`src/source/link_pkg.sv`:
```
// Fixed Hamming(12,8) packet sizes; one data wire, no clock recovery, one packet per start pulse.
package link_pkg;

	// ##########################################################
	// Packet sizes.
	// ##########################################################

	localparam int DATA_BITS     = 8;	// Payload byte.
	localparam int ENC_DATA_BITS = 12;	// Hamming(12,8) codeword.
	localparam int SYNC_BITS     = 8;	// Frame preamble.

	// Syncword goes first, codeword after it.
	localparam int FRAME_BITS = SYNC_BITS + ENC_DATA_BITS;

	// Wide enough to count a whole frame.
	localparam int CNT_BITS = 5;

	// ##########################################################
	// Syncword.
	// ##########################################################

	// Leading 1, so idle zeros never alias.
	localparam logic [SYNC_BITS-1:0] SYNCWORD = 8'hB5;

	// ##########################################################
	// Sender FSM.
	// ##########################################################

	typedef enum logic [1:0] {
		TX_IDLE = 2'd0,	// Wait for send_start.
		TX_SEND = 2'd1,	// Frame on the wire.
		TX_DONE = 2'd2	// Frame sent, done held.
	} tx_state_t;

endpackage : link_pkg

```
`src/source/shift_reg.sv`:
```
// Left shifter with parallel load; load wins over shift, and reset clears the whole register.
module shift_reg #(
	parameter int WIDTH = 8
) (
	input  logic             clk,
	input  logic             rst_l,
	input  logic             en,
	input  logic             load,
	input  logic             shift_in,
	input  logic [WIDTH-1:0] d,
	output logic [WIDTH-1:0] q
);

	// Load, then shift, else hold.
	always_ff @(posedge clk, negedge rst_l) begin
		if (!rst_l) begin
			q <= '0;
		end
		else if (load) begin
			q <= d;	// Parallel load.
		end
		else if (en) begin
			// MSB drops out, new bit enters at the LSB.
			q <= {q[WIDTH-2:0], shift_in};
		end
	end

endmodule : shift_reg

```
`src/source/hamming_encoder.sv`:
```
// Combinational Hamming(12,8) encoder; code index i holds position i+1, parity at 1, 2, 4, 8.
module hamming_encoder (
	input  logic [link_pkg::DATA_BITS-1:0]     data,
	output logic [link_pkg::ENC_DATA_BITS-1:0] code
);

	logic p1;	// Covers positions 3, 5, 7, 9, 11.
	logic p2;	// Covers positions 3, 6, 7, 10, 11.
	logic p4;	// Covers positions 5, 6, 7, 12.
	logic p8;	// Covers positions 9, 10, 11, 12.

	// ##########################################################
	// Parity.
	// Data bits sit at 3, 5, 6, 7, 9, 10, 11, 12,
	// so data[0] is position 3 and data[7] is position 12.
	// ##########################################################

	assign p1 = data[0] ^ data[1] ^ data[3] ^ data[4] ^ data[6];
	assign p2 = data[0] ^ data[2] ^ data[3] ^ data[5] ^ data[6];
	assign p4 = data[1] ^ data[2] ^ data[3] ^ data[7];
	assign p8 = data[4] ^ data[5] ^ data[6] ^ data[7];

	// Codeword assembly, position 12 down to 1.
	assign code = {
		data[7],	// Position 12.
		data[6],	// Position 11.
		data[5],	// Position 10.
		data[4],	// Position 9.
		p8,		// Position 8.
		data[3],	// Position 7.
		data[2],	// Position 6.
		data[1],	// Position 5.
		p4,		// Position 4.
		data[0],	// Position 3.
		p2,		// Position 2.
		p1		// Position 1.
	};

endmodule : hamming_encoder

```
`src/source/hamming_decoder.sv`:
```
// Combinational Hamming(12,8) decoder; fixes one flipped bit, double errors are not detected.
module hamming_decoder (
	input  logic [link_pkg::ENC_DATA_BITS-1:0] code,
	output logic [link_pkg::DATA_BITS-1:0]     data,
	output logic                               corrected
);

	localparam int SYN_BITS = 4;	// Enough to name 12 positions.

	logic [SYN_BITS-1:0]                syndrome;
	logic [link_pkg::ENC_DATA_BITS-1:0] fixed;

	// ##########################################################
	// Syndrome.
	// Bit b is the parity over every position with bit b set,
	// parity bit included, so a clean word gives zero.
	// ##########################################################

	always_comb begin
		syndrome = '0;
		for (int i = 0; i < link_pkg::ENC_DATA_BITS; i++) begin
			for (int b = 0; b < SYN_BITS; b++) begin
				if ((((i + 1) >> b) & 1) != 0) begin
					syndrome[b] = syndrome[b] ^ code[i];	// Position i+1.
				end
			end
		end
	end

	// ##########################################################
	// Correction.
	// ##########################################################

	// Syndrome names the bad position; 13 to 15 match nothing.
	always_comb begin
		for (int i = 0; i < link_pkg::ENC_DATA_BITS; i++) begin
			fixed[i] = code[i] ^ (int'(syndrome) == i + 1);
		end
	end

	// Any nonzero syndrome counts as a fix.
	assign corrected = |syndrome;

	// Data positions 12, 11, 10, 9, 7, 6, 5, 3.
	assign data = {
		fixed[11],
		fixed[10],
		fixed[9],
		fixed[8],
		fixed[6],
		fixed[5],
		fixed[4],
		fixed[2]
	};

endmodule : hamming_decoder

```
`src/source/data_sender.sv`:
```
// Serial frame sender; enc_word is sampled at send_start only, and a new start restarts the frame.
module data_sender (
	input  logic                               clk,
	input  logic                               rst_l,
	input  logic                               send_start,
	input  logic [link_pkg::ENC_DATA_BITS-1:0] enc_word,
	output logic                               serial_out,
	output logic                               send_done
);

	link_pkg::tx_state_t              state;
	logic [link_pkg::CNT_BITS-1:0]    send_count;	// Bits already on the wire.
	logic [link_pkg::FRAME_BITS-1:0]  frame_q;

	// ##########################################################
	// FSM and bit counter.
	// ##########################################################

	always_ff @(posedge clk, negedge rst_l) begin
		if (!rst_l) begin
			state      <= link_pkg::TX_IDLE;
			send_count <= '0;
		end
		else if (send_start) begin
			state      <= link_pkg::TX_SEND;	// Restarts from any state.
			send_count <= '0;
		end
		else if (state == link_pkg::TX_SEND) begin
			send_count <= send_count + 1'b1;
			// Last bit is out during this cycle.
			if (int'(send_count) == link_pkg::FRAME_BITS - 1) begin
				state <= link_pkg::TX_DONE;
			end
		end
	end

	// Syncword on top, so it leaves first.
	shift_reg #(.WIDTH(link_pkg::FRAME_BITS)) frame_reg (
		.clk      (clk),
		.rst_l    (rst_l),
		.en       (state == link_pkg::TX_SEND),
		.load     (send_start),
		.shift_in (1'b0),
		.d        ({link_pkg::SYNCWORD, enc_word}),
		.q        (frame_q)
	);

	// MSB first; wire idles low.
	assign serial_out = frame_q[link_pkg::FRAME_BITS-1] & (state == link_pkg::TX_SEND);
	assign send_done  = (state == link_pkg::TX_DONE);	// Held until next start.

endmodule : data_sender

```
`src/source/data_receiver.sv`:
```
// Serial frame receiver; receive_start must come before the frame, one packet per start pulse.
module data_receiver (
	input  logic                               clk,
	input  logic                               rst_l,
	input  logic                               receive_start,
	input  logic                               serial_in,
	output logic [link_pkg::ENC_DATA_BITS-1:0] data_out,
	output logic                               receive_done
);

	logic                            listen;		// Armed by receive_start.
	logic                            sync_done;
	logic                            data_en;
	logic [link_pkg::SYNC_BITS-1:0]  sync_q;
	logic [link_pkg::CNT_BITS-1:0]   receive_count;

	// Listen flag, stays set once armed.
	always_ff @(posedge clk, negedge rst_l) begin
		if (!rst_l) begin
			listen <= 1'b0;
		end
		else if (receive_start) begin
			listen <= 1'b1;
		end
	end

	// ##########################################################
	// Syncword search.
	// ##########################################################

	// Frozen once the syncword sits in it.
	shift_reg #(.WIDTH(link_pkg::SYNC_BITS)) sync_detection (
		.clk      (clk),
		.rst_l    (rst_l),
		.en       (listen & ~sync_done),
		.load     (receive_start),	// Clears the last match.
		.shift_in (serial_in),
		.d        ('0),
		.q        (sync_q)
	);

	assign sync_done = (sync_q == link_pkg::SYNCWORD);

	// ##########################################################
	// Codeword capture.
	// ##########################################################

	assign data_en = sync_done & ~receive_done;	// Stops after 12 bits.

	shift_reg #(.WIDTH(link_pkg::ENC_DATA_BITS)) data_reg (
		.clk      (clk),
		.rst_l    (rst_l),
		.en       (data_en),
		.load     (receive_start),
		.shift_in (serial_in),
		.d        ('0),
		.q        (data_out)
	);

	// Codeword bits taken so far.
	always_ff @(posedge clk, negedge rst_l) begin
		if (!rst_l) begin
			receive_count <= '0;
		end
		else if (receive_start) begin
			receive_count <= '0;
		end
		else if (data_en) begin
			receive_count <= receive_count + 1'b1;
		end
	end

	assign receive_done = (int'(receive_count) == link_pkg::ENC_DATA_BITS);

endmodule : data_receiver

```
`src/source/serial_link_top.sv`:
```
// Link top level; serial_out and serial_in stay apart so an outside channel can corrupt bits.
module serial_link_top (
	input  logic                           clk,
	input  logic                           rst_l,
	input  logic [link_pkg::DATA_BITS-1:0] tx_data,
	input  logic                           send_start,
	input  logic                           receive_start,
	input  logic                           serial_in,
	output logic                           serial_out,
	output logic                           send_done,
	output logic [link_pkg::DATA_BITS-1:0] rx_data,
	output logic                           corrected,
	output logic                           receive_done
);

	logic [link_pkg::ENC_DATA_BITS-1:0] enc_word;	// Encoder to sender.
	logic [link_pkg::ENC_DATA_BITS-1:0] rx_word;	// Receiver to decoder.

	// ##########################################################
	// Send side.
	// ##########################################################

	hamming_encoder encoder0 (
		.data (tx_data),
		.code (enc_word)
	);

	data_sender sender0 (
		.clk        (clk),
		.rst_l      (rst_l),
		.send_start (send_start),
		.enc_word   (enc_word),
		.serial_out (serial_out),
		.send_done  (send_done)
	);

	// ##########################################################
	// Receive side.
	// ##########################################################

	data_receiver receiver0 (
		.clk           (clk),
		.rst_l         (rst_l),
		.receive_start (receive_start),
		.serial_in     (serial_in),
		.data_out      (rx_word),
		.receive_done  (receive_done)
	);

	// Outputs valid while receive_done is high.
	hamming_decoder decoder0 (
		.code      (rx_word),
		.data      (rx_data),
		.corrected (corrected)
	);

endmodule : serial_link_top

```
`config.mk`:
```
export PLATFORM = sky130hd
export DESIGN_NAME = serial_link_top
export DESIGN_NICKNAME = d
export VERILOG_FILES = /design/src/source/link_pkg.sv /design/src/source/shift_reg.sv /design/src/source/hamming_encoder.sv /design/src/source/hamming_decoder.sv /design/src/source/data_sender.sv /design/src/source/data_receiver.sv /design/src/source/serial_link_top.sv
export SDC_FILE = /design/constraint.sdc
export NUM_CORES = 1
export LEC_CHECK = 0
export BUFFER_PORTS_ARGS = -buffer_cell sky130_fd_sc_hd__buf_2
export CAP_MARGIN = 20
export CORE_ASPECT_RATIO = 1.25
export CORE_MARGIN = 3
export CORE_UTILIZATION = 34
export CTS_CLUSTER_SIZE = 12
export DETAILED_ROUTE_END_ITERATION = 16
export GPL_TIMING_DRIVEN = 0
export HOLD_SLACK_MARGIN = 0.03
export SLEW_MARGIN = 20
export SYNTH_ARGS = -nofsm -noshare
export SYNTH_HDL_FRONTEND = slang
export SYNTH_SLANG_ARGS = --single-unit
```
`constraint.sdc`:
```
create_clock -name clk -period 2.6 [get_ports clk]
set_input_delay 0.52 -clock clk [delete_from_list [all_inputs] [get_ports clk]]
set_output_delay 0.52 -clock clk [all_outputs]
set_load 0.01 [all_outputs]
```
==> flow_summary.ini, run 1 <==
[placed_design]
placedInstanceArea_sq_um = 3070
dpl.hpwl_microns = 3504
dp.cells = 383
port_buffers = 22
dp_slack_ps = 209.0
routabilityCongestion = 0.7397

[critical_path]
ff2ff_setup_slack_ps = 680
worstPathRequired_ps = 2080
path_class = flip-flop to primary output
worstRegToRegCells = 7
crit_arrival_ps = 2080
reg2reg_to = receiver0.data_reg.q[7]$_DFFE_PN0P_
rr_startpoint = receiver0.receive_count[0]$_DFFE_PN0P_
endpoint_kind = primary output
cp_max_fo = 8
critPathLaunchType = flip-flop

[clocking]
tritoncts = done
clk_pin_slew_ps = 100
cts_root_buf = clkbuf_8
clock_latency_ps = 300
cts_buffers = 5
cts_sinks = 53
htreeDepth = 2
clk_path_buf_depth = 2

[timing]
final.setup_skew_ps = 7.498
fmax_ghz = 0.3843
fin_crit_ps = 2602
max-slew-margin-rel_pct = 55.23
timing.final.crit_share_pct = 100.1
grt_setup_unrepaired = yes
slew_violations = 0
finalSetupViolCount = 1
tns_ps = -2.314
finalHoldViolations = 0
setup_slack_ps = -2.314
worst_pin_slew_ps = 671.6

[worst_hold_path]
hold_path.class = input port to asynchronous set/reset pin

[logic_synthesis]
syn_inst = 266
yosysTopAreaCellShare_pct = 46.72
ys_seq_area_share_pct = 46.72
syn_area_per_cell_sq_um = 10.67
syn_nets = 282
ys_ff_latch = 53
ys_types = 39
synth_area_sq_um = 2839
yosysWarnings = 0
synth_area_leaders = dfrtp_1, mux2i_1, xnor2_1, nand2_1, nor2_1
yosys.area.top_type = dfrtp_1

[layout]
insertedDiodeCount = 0
fin_cells = 401
area.growth.synth_to_final_pct = 19.22
fillers = 777
drive_above_1_share_pct = 21.24
layout.nets = 321
final_area_sq_um = 3385

[detailed_routing]
vias = 1970
wl_per_cell_microns = 12.81
drc_errors = 0
viasPerCell = 4.913
dr.first_iter.drc_count = 63
drtPass1Iterations = 4
ant_nets = 0
routed_wl_microns = 5135

[grt]
grt_pass1_vias = 1984
grtUsageTotal_pct = 11.81
met2_usage_pct = 20.64
top_usage_layer = met2
grt_max_degree = 54
use_met3_pct = 2.210
grt_util_met1_pct = 15.00
antenna_found_initial = 0
grt-ovfl-total = 0
grt_pass1_wl_microns = 9142

[die]
die_w_microns = 87.73
die_h_microns = 108.2
rows = 36
fp.dieArea_sq_um = 9489
core_sq_um = 7973
start_util_pct = 35.61
boundaryPins = 25

[pwr]
powerDensity_nw_per_um2 = 468.3
p_total_mw = 1.585
p_leak_nw = 1.672
ir_drop_mv = 0.3177

[outcome]
status = finished, violations left
violations = setup timing

[flow_run]
maxCapViolations = 0
## power breakdown
part | switching (mW) | total (mW) | internal (mW)
logic | 0.0717 | 0.126 | 0.0540
registers | 0.0220 | 0.884 | 0.862
clock network | 0.262 | 0.575 | 0.313
## metal layers
layer / wire length [microns] / part of all wire (%)
met3: 174 / 3.4
met5: 0 / 0
met4: 51 / 0.99
met2: 2649 / 52
met1: 2259 / 44
## synth_stat cells
cell       count
nand3_1        4
o21ai_0       13
or2_2          1
nand4_1        6
nor4_1         1
ha_1           3
nor4b_2        1
xor2_1        11
mux2i_1       29
or3_1          1
nor2_1        28
buf_4          1
xor3_2         1
nand4b_1       4
inv_1          4
nor2b_1        1
buf_6          1
xnor2_2        3
nor4b_4        1
and4bb_1       1
dfrtp_1       53
nand4bb_1      1
o41ai_1        1
xnor2_1       18
xnor3_2        2
clkbuf_2       1
a21oi_1        9
and4b_1        2
buf_2          2
a21o_1         1
o21ai_1        1
xnor2_4        1
xor2_2         1
and2_1         1
xnor3_1        2
nand2_1       39
clkbuf_1      10
nand3b_1       5
o31ai_1        1
## state kept, by name, indices dropped and copies added, names as in the netlist
| name | flops |
|---|---|
| receiver0.listen | 1 |
| receiver0.data_reg.q | 12 |
| sender0.send_count | 5 |
| sender0.frame_reg.q | 20 |
| receiver0.sync_detection.q | 8 |
| receiver0.receive_count | 5 |
| sender0.state | 2 |
## area by class of cell
class,instances,area [sq um],area share (%)
Sequential cell,53,1331,39.33
Timing Repair Buffer,33,198.9,5.878
Multi-Input combinational cell,195,1534,45.32
Buffer,13,66.31,1.959
Clock buffer,6,82.58,2.440
Clock inverter,2,37.54,1.109
Tap cell,95,118.9,3.512
Inverter,4,15.01,0.4436
## worst max-delay path: stages, from the launching register on
cell     delay, ps
dfrtp_1        380
buf_6          140
xnor2_2        110
xnor3_2        540
nor4b_4        310
xor2_1         170
buf_2          150
## worst max-delay path by stage
stage | end | start | slack [ps]
after floorplan | rx_data[7] | receiver0.data_reg.q[10]$_DFFE_PN0P_ | 350
after global placement | rx_data[2] | receiver0.data_reg.q[2]$_DFFE_PN0P_ | 230
after detailed placement | rx_data[1] | receiver0.data_reg.q[6]$_DFFE_PN0P_ | 210
after CTS | rx_data[2] | receiver0.data_reg.q[10]$_DFFE_PN0P_ | -50
after global routing | rx_data[1] | receiver0.data_reg.q[8]$_DFFE_PN0P_ | -110
final | rx_data[1] | receiver0.data_reg.q[6]$_DFFE_PN0P_ | -2
## cells in the final DEF, fill, tap and decap left out, types with 4 or more instances in the layout
cell type	count
nand4_1	6
o21ai_0	13
xnor2_4	4
xnor2_1	15
clkbuf_8	6
nand3_1	4
xor2_1	11
dfrtp_1	49
nand4b_1	4
buf_4	11
inv_1	4
a21oi_1	9
clkbuf_1	9
dfrtp_2	4
buf_2	23
nor2_1	28
mux2i_1	29
nand2_1	39
nand3b_1	5
## cell families after synthesis
| family | share of synthesized area (%) |
|---|---|
| simple gates | 17.45 |
| flops | 46.72 |
| xor+xnor | 16.35 |
| mux | 10.22 |
| compound gates | 4.892 |
| buf+inv | 3.041 |
| fa+ha+maj | 1.322 |
## what timing repair did
action,CTS,global route
pin swaps,8,7
setup buffers,6,5
endpoints found under the setup margin,7,8
hold buffers,0,0
hold endpoints to repair,0,0
cloned,1,0
gates resized for setup,9,7
## through the flow
stage / utilization (%) / hold slack, ps
floorplan: - / 224.4
global placement: 38.48 / 469.0
global route: 42.45 / 289.0
CTS: 41.43 / 266.7
finish: 42.45 / 235.4
detailed placement: 38.51 / 472.7
No activity file was read; power rests on OpenSTA's default activity.
==> inputs of run 2 (changes only) <==
--- a/config.mk
+++ b/config.mk
@@ -14,7 +14,7 @@
 export DETAILED_ROUTE_END_ITERATION = 16
 export GPL_TIMING_DRIVEN = 0
 export HOLD_SLACK_MARGIN = 0.03
-export SLEW_MARGIN = 20
+export SLEW_MARGIN = 40
 export SYNTH_ARGS = -nofsm -noshare
 export SYNTH_HDL_FRONTEND = slang
 export SYNTH_SLANG_ARGS = --single-unit
==> constraint.sdc (replaced) <==
create_clock -name clk -period 2.6 [get_ports clk]
set_input_delay 0.52 -clock clk [delete_from_list [all_inputs] [get_ports clk]]
set_output_delay 0.52 -clock clk [all_outputs]
set_load 0.005 [all_outputs]
==> run 2 against run 1 <==
  * The run now ends clean
  * Combinational power is essentially flat
  * Via count up 0.96%
  * Clock skew is essentially flat
  * Critical path type unchanged
  * Largest cell class unchanged
  * Largest power group unchanged
==> flow_summary.ini, run 2 (same netlist as run 1, synthesis figures left out) <==
[critical_path]
cp_max_fo = 8
critPathLaunchType = flip-flop
path_class = flip-flop to primary output
worstPathRequired_ps = 2080
crit_arrival_ps = 2080
endpoint_kind = primary output

[die]
die_w_microns = 87.73
fp.dieArea_sq_um = 9489
start_util_pct = 35.61
die_h_microns = 108.2
core_sq_um = 7973
rows = 36
boundaryPins = 25

[clocking]
ctsHoldBuffers = 0
clock_latency_ps = 300
tritoncts = done
clk_pin_slew_ps = 90
clk_path_buf_depth = 2
cts_buffers = 5
htreeDepth = 2
cts_sinks = 53
cts_root_buf = clkbuf_8

[placed_design]
placedInstanceArea_sq_um = 3070
dp_slack_ps = 226.8
dp.cells = 383
dpl.hpwl_microns = 3504
routabilityCongestion = 0.7397
port_buffers = 22

[layout]
largest_registers = sender0.frame_reg.q (20), receiver0.data_reg.q (12), receiver0.sync_detection.q (8)
insertedDiodeCount = 0
area.growth.synth_to_final_pct = 18.42
layout_commonest_cell = dfrtp_1
drive_above_1_share_pct = 21.24
largest_reg_flops = 20
layout.nets = 321
fin_cells = 401
final_area_sq_um = 3362
layout_common_cells = dfrtp_1, nand2_1, mux2i_1
top_register = sender0.frame_reg.q
finish.utilization_pct = 42.17

[grt]
antenna_found_initial = 0
grt_max_degree = 54
grt-ovfl-total = 0
grt_pass1_vias = 1981
grtUsageTotal_pct = 11.76
grt_pass1_wl_microns = 9114

[timing]
fin_crit_ps = 2598
max-slew-margin-rel_pct = 55.14
finalHoldViolations = 0
worst_pin_slew_ps = 673.0
fmax_ghz = 0.3849
timing.final.crit_share_pct = 99.93
final.setup_skew_ps = 7.474
grt_setup_unrepaired = yes
tns_ps = 0
slew_violations = 0
finalSetupViolCount = 0
setup_slack_ps = 1.708

[pwr]
powerDensity_nw_per_um2 = 471.2
p_leak_nw = 1.665
ir_drop_mv = 0.3157

[detailed_routing]
viasPerCell = 4.960
routed_wl_microns = 5094
dr.first_iter.drc_count = 72
drc_errors = 0
wl_per_cell_microns = 12.70
ant_nets = 0
drtPass1Iterations = 4
vias = 1989

[flow_run]
maxCapViolations = 0

[outcome]
status = finished, final reports clean

[worst_hold_path]
hold_path.class = input port to asynchronous set/reset pin
## run 2: final timing paths
path | startpoint | endpoint | slack, ps | cells after the start
min in group clk | tx_data[0] | sender0.frame_reg.q[2]$_DFFE_PN0P_ | 460 | 3
min | rst_l | sender0.frame_reg.q[16]$_DFFE_PN0P_ | 240 | 1
min reg2reg | sender0.frame_reg.q[19]$_DFFE_PN0P_ | sender0.frame_reg.q[19]$_DFFE_PN0P_ | 490 | 2
max in group asynchronous | rst_l | receiver0.data_reg.q[9]$_DFFE_PN0P_ | 1870 | 1
max | receiver0.data_reg.q[6]$_DFFE_PN0P_ | rx_data[1] | 2 | 6
max reg2reg | receiver0.receive_count[0]$_DFFE_PN0P_ | receiver0.data_reg.q[7]$_DFFE_PN0P_ | 680 | 7
## run 2: critical path, stage by stage, from the launching register on
cell and delay, ps:
dfrtp_1 380, buf_6 140, xnor2_2 120, xnor3_2 540, nor4b_4 300, xor2_1 170, buf_2 130
## run 2: report_power, final
| part | internal (mW) | switching [mW] |
|---|---|---|
| Sequential | 0.862 | 0.0222 |
| Clock | 0.313 | 0.261 |
| Combinational | 0.0539 | 0.0714 |
## run 2: per-layer routing
| metal | global-route usage (%) | routed length, microns | up-vias |
|---|---|---|---|
| met5 | 0 | 0 | - |
| met4 | 2.741 | 51 | 0 |
| met3 | 2.210 | 193 | 6 |
| met2 | 20.47 | 2567 | 43 |
| met1 | 15.00 | 2281 | 966 |
| li1 | - | - | 974 |
## run 2: area by class of cell
| type | instances | area (sq um) |
|---|---|---|
| inverter | 4 | 15.01 |
| buffer | 13 | 66.31 |
| timing repair buffer | 33 | 195.2 |
| clock buffer | 6 | 82.58 |
| clock inverter | 2 | 37.54 |
| multi-input combinational | 195 | 1516 |
| tap | 95 | 118.9 |
| fill | 778 | 4611 |
| sequential | 53 | 1330 |
## run 2: what timing repair did
action / in CTS / in global routing
pin swaps: 7 / 8
resized for setup: 6 / 7
cloned: 1 / 0
setup endpoints to repair: 7 / 9
setup buffers: 6 / 5
## run 2: through the flow
| step | hold slack [ps] | power (mW) |
|---|---|---|
| finish | 236.1 | 1.584 |
| CTS | 266.8 | 1.615 |
| floorplan | 224.4 | 0.9774 |
| global placement | 469.0 | 1.027 |
| detailed placement | 472.7 | 1.030 |
| global route | 289.0 | 1.672 |
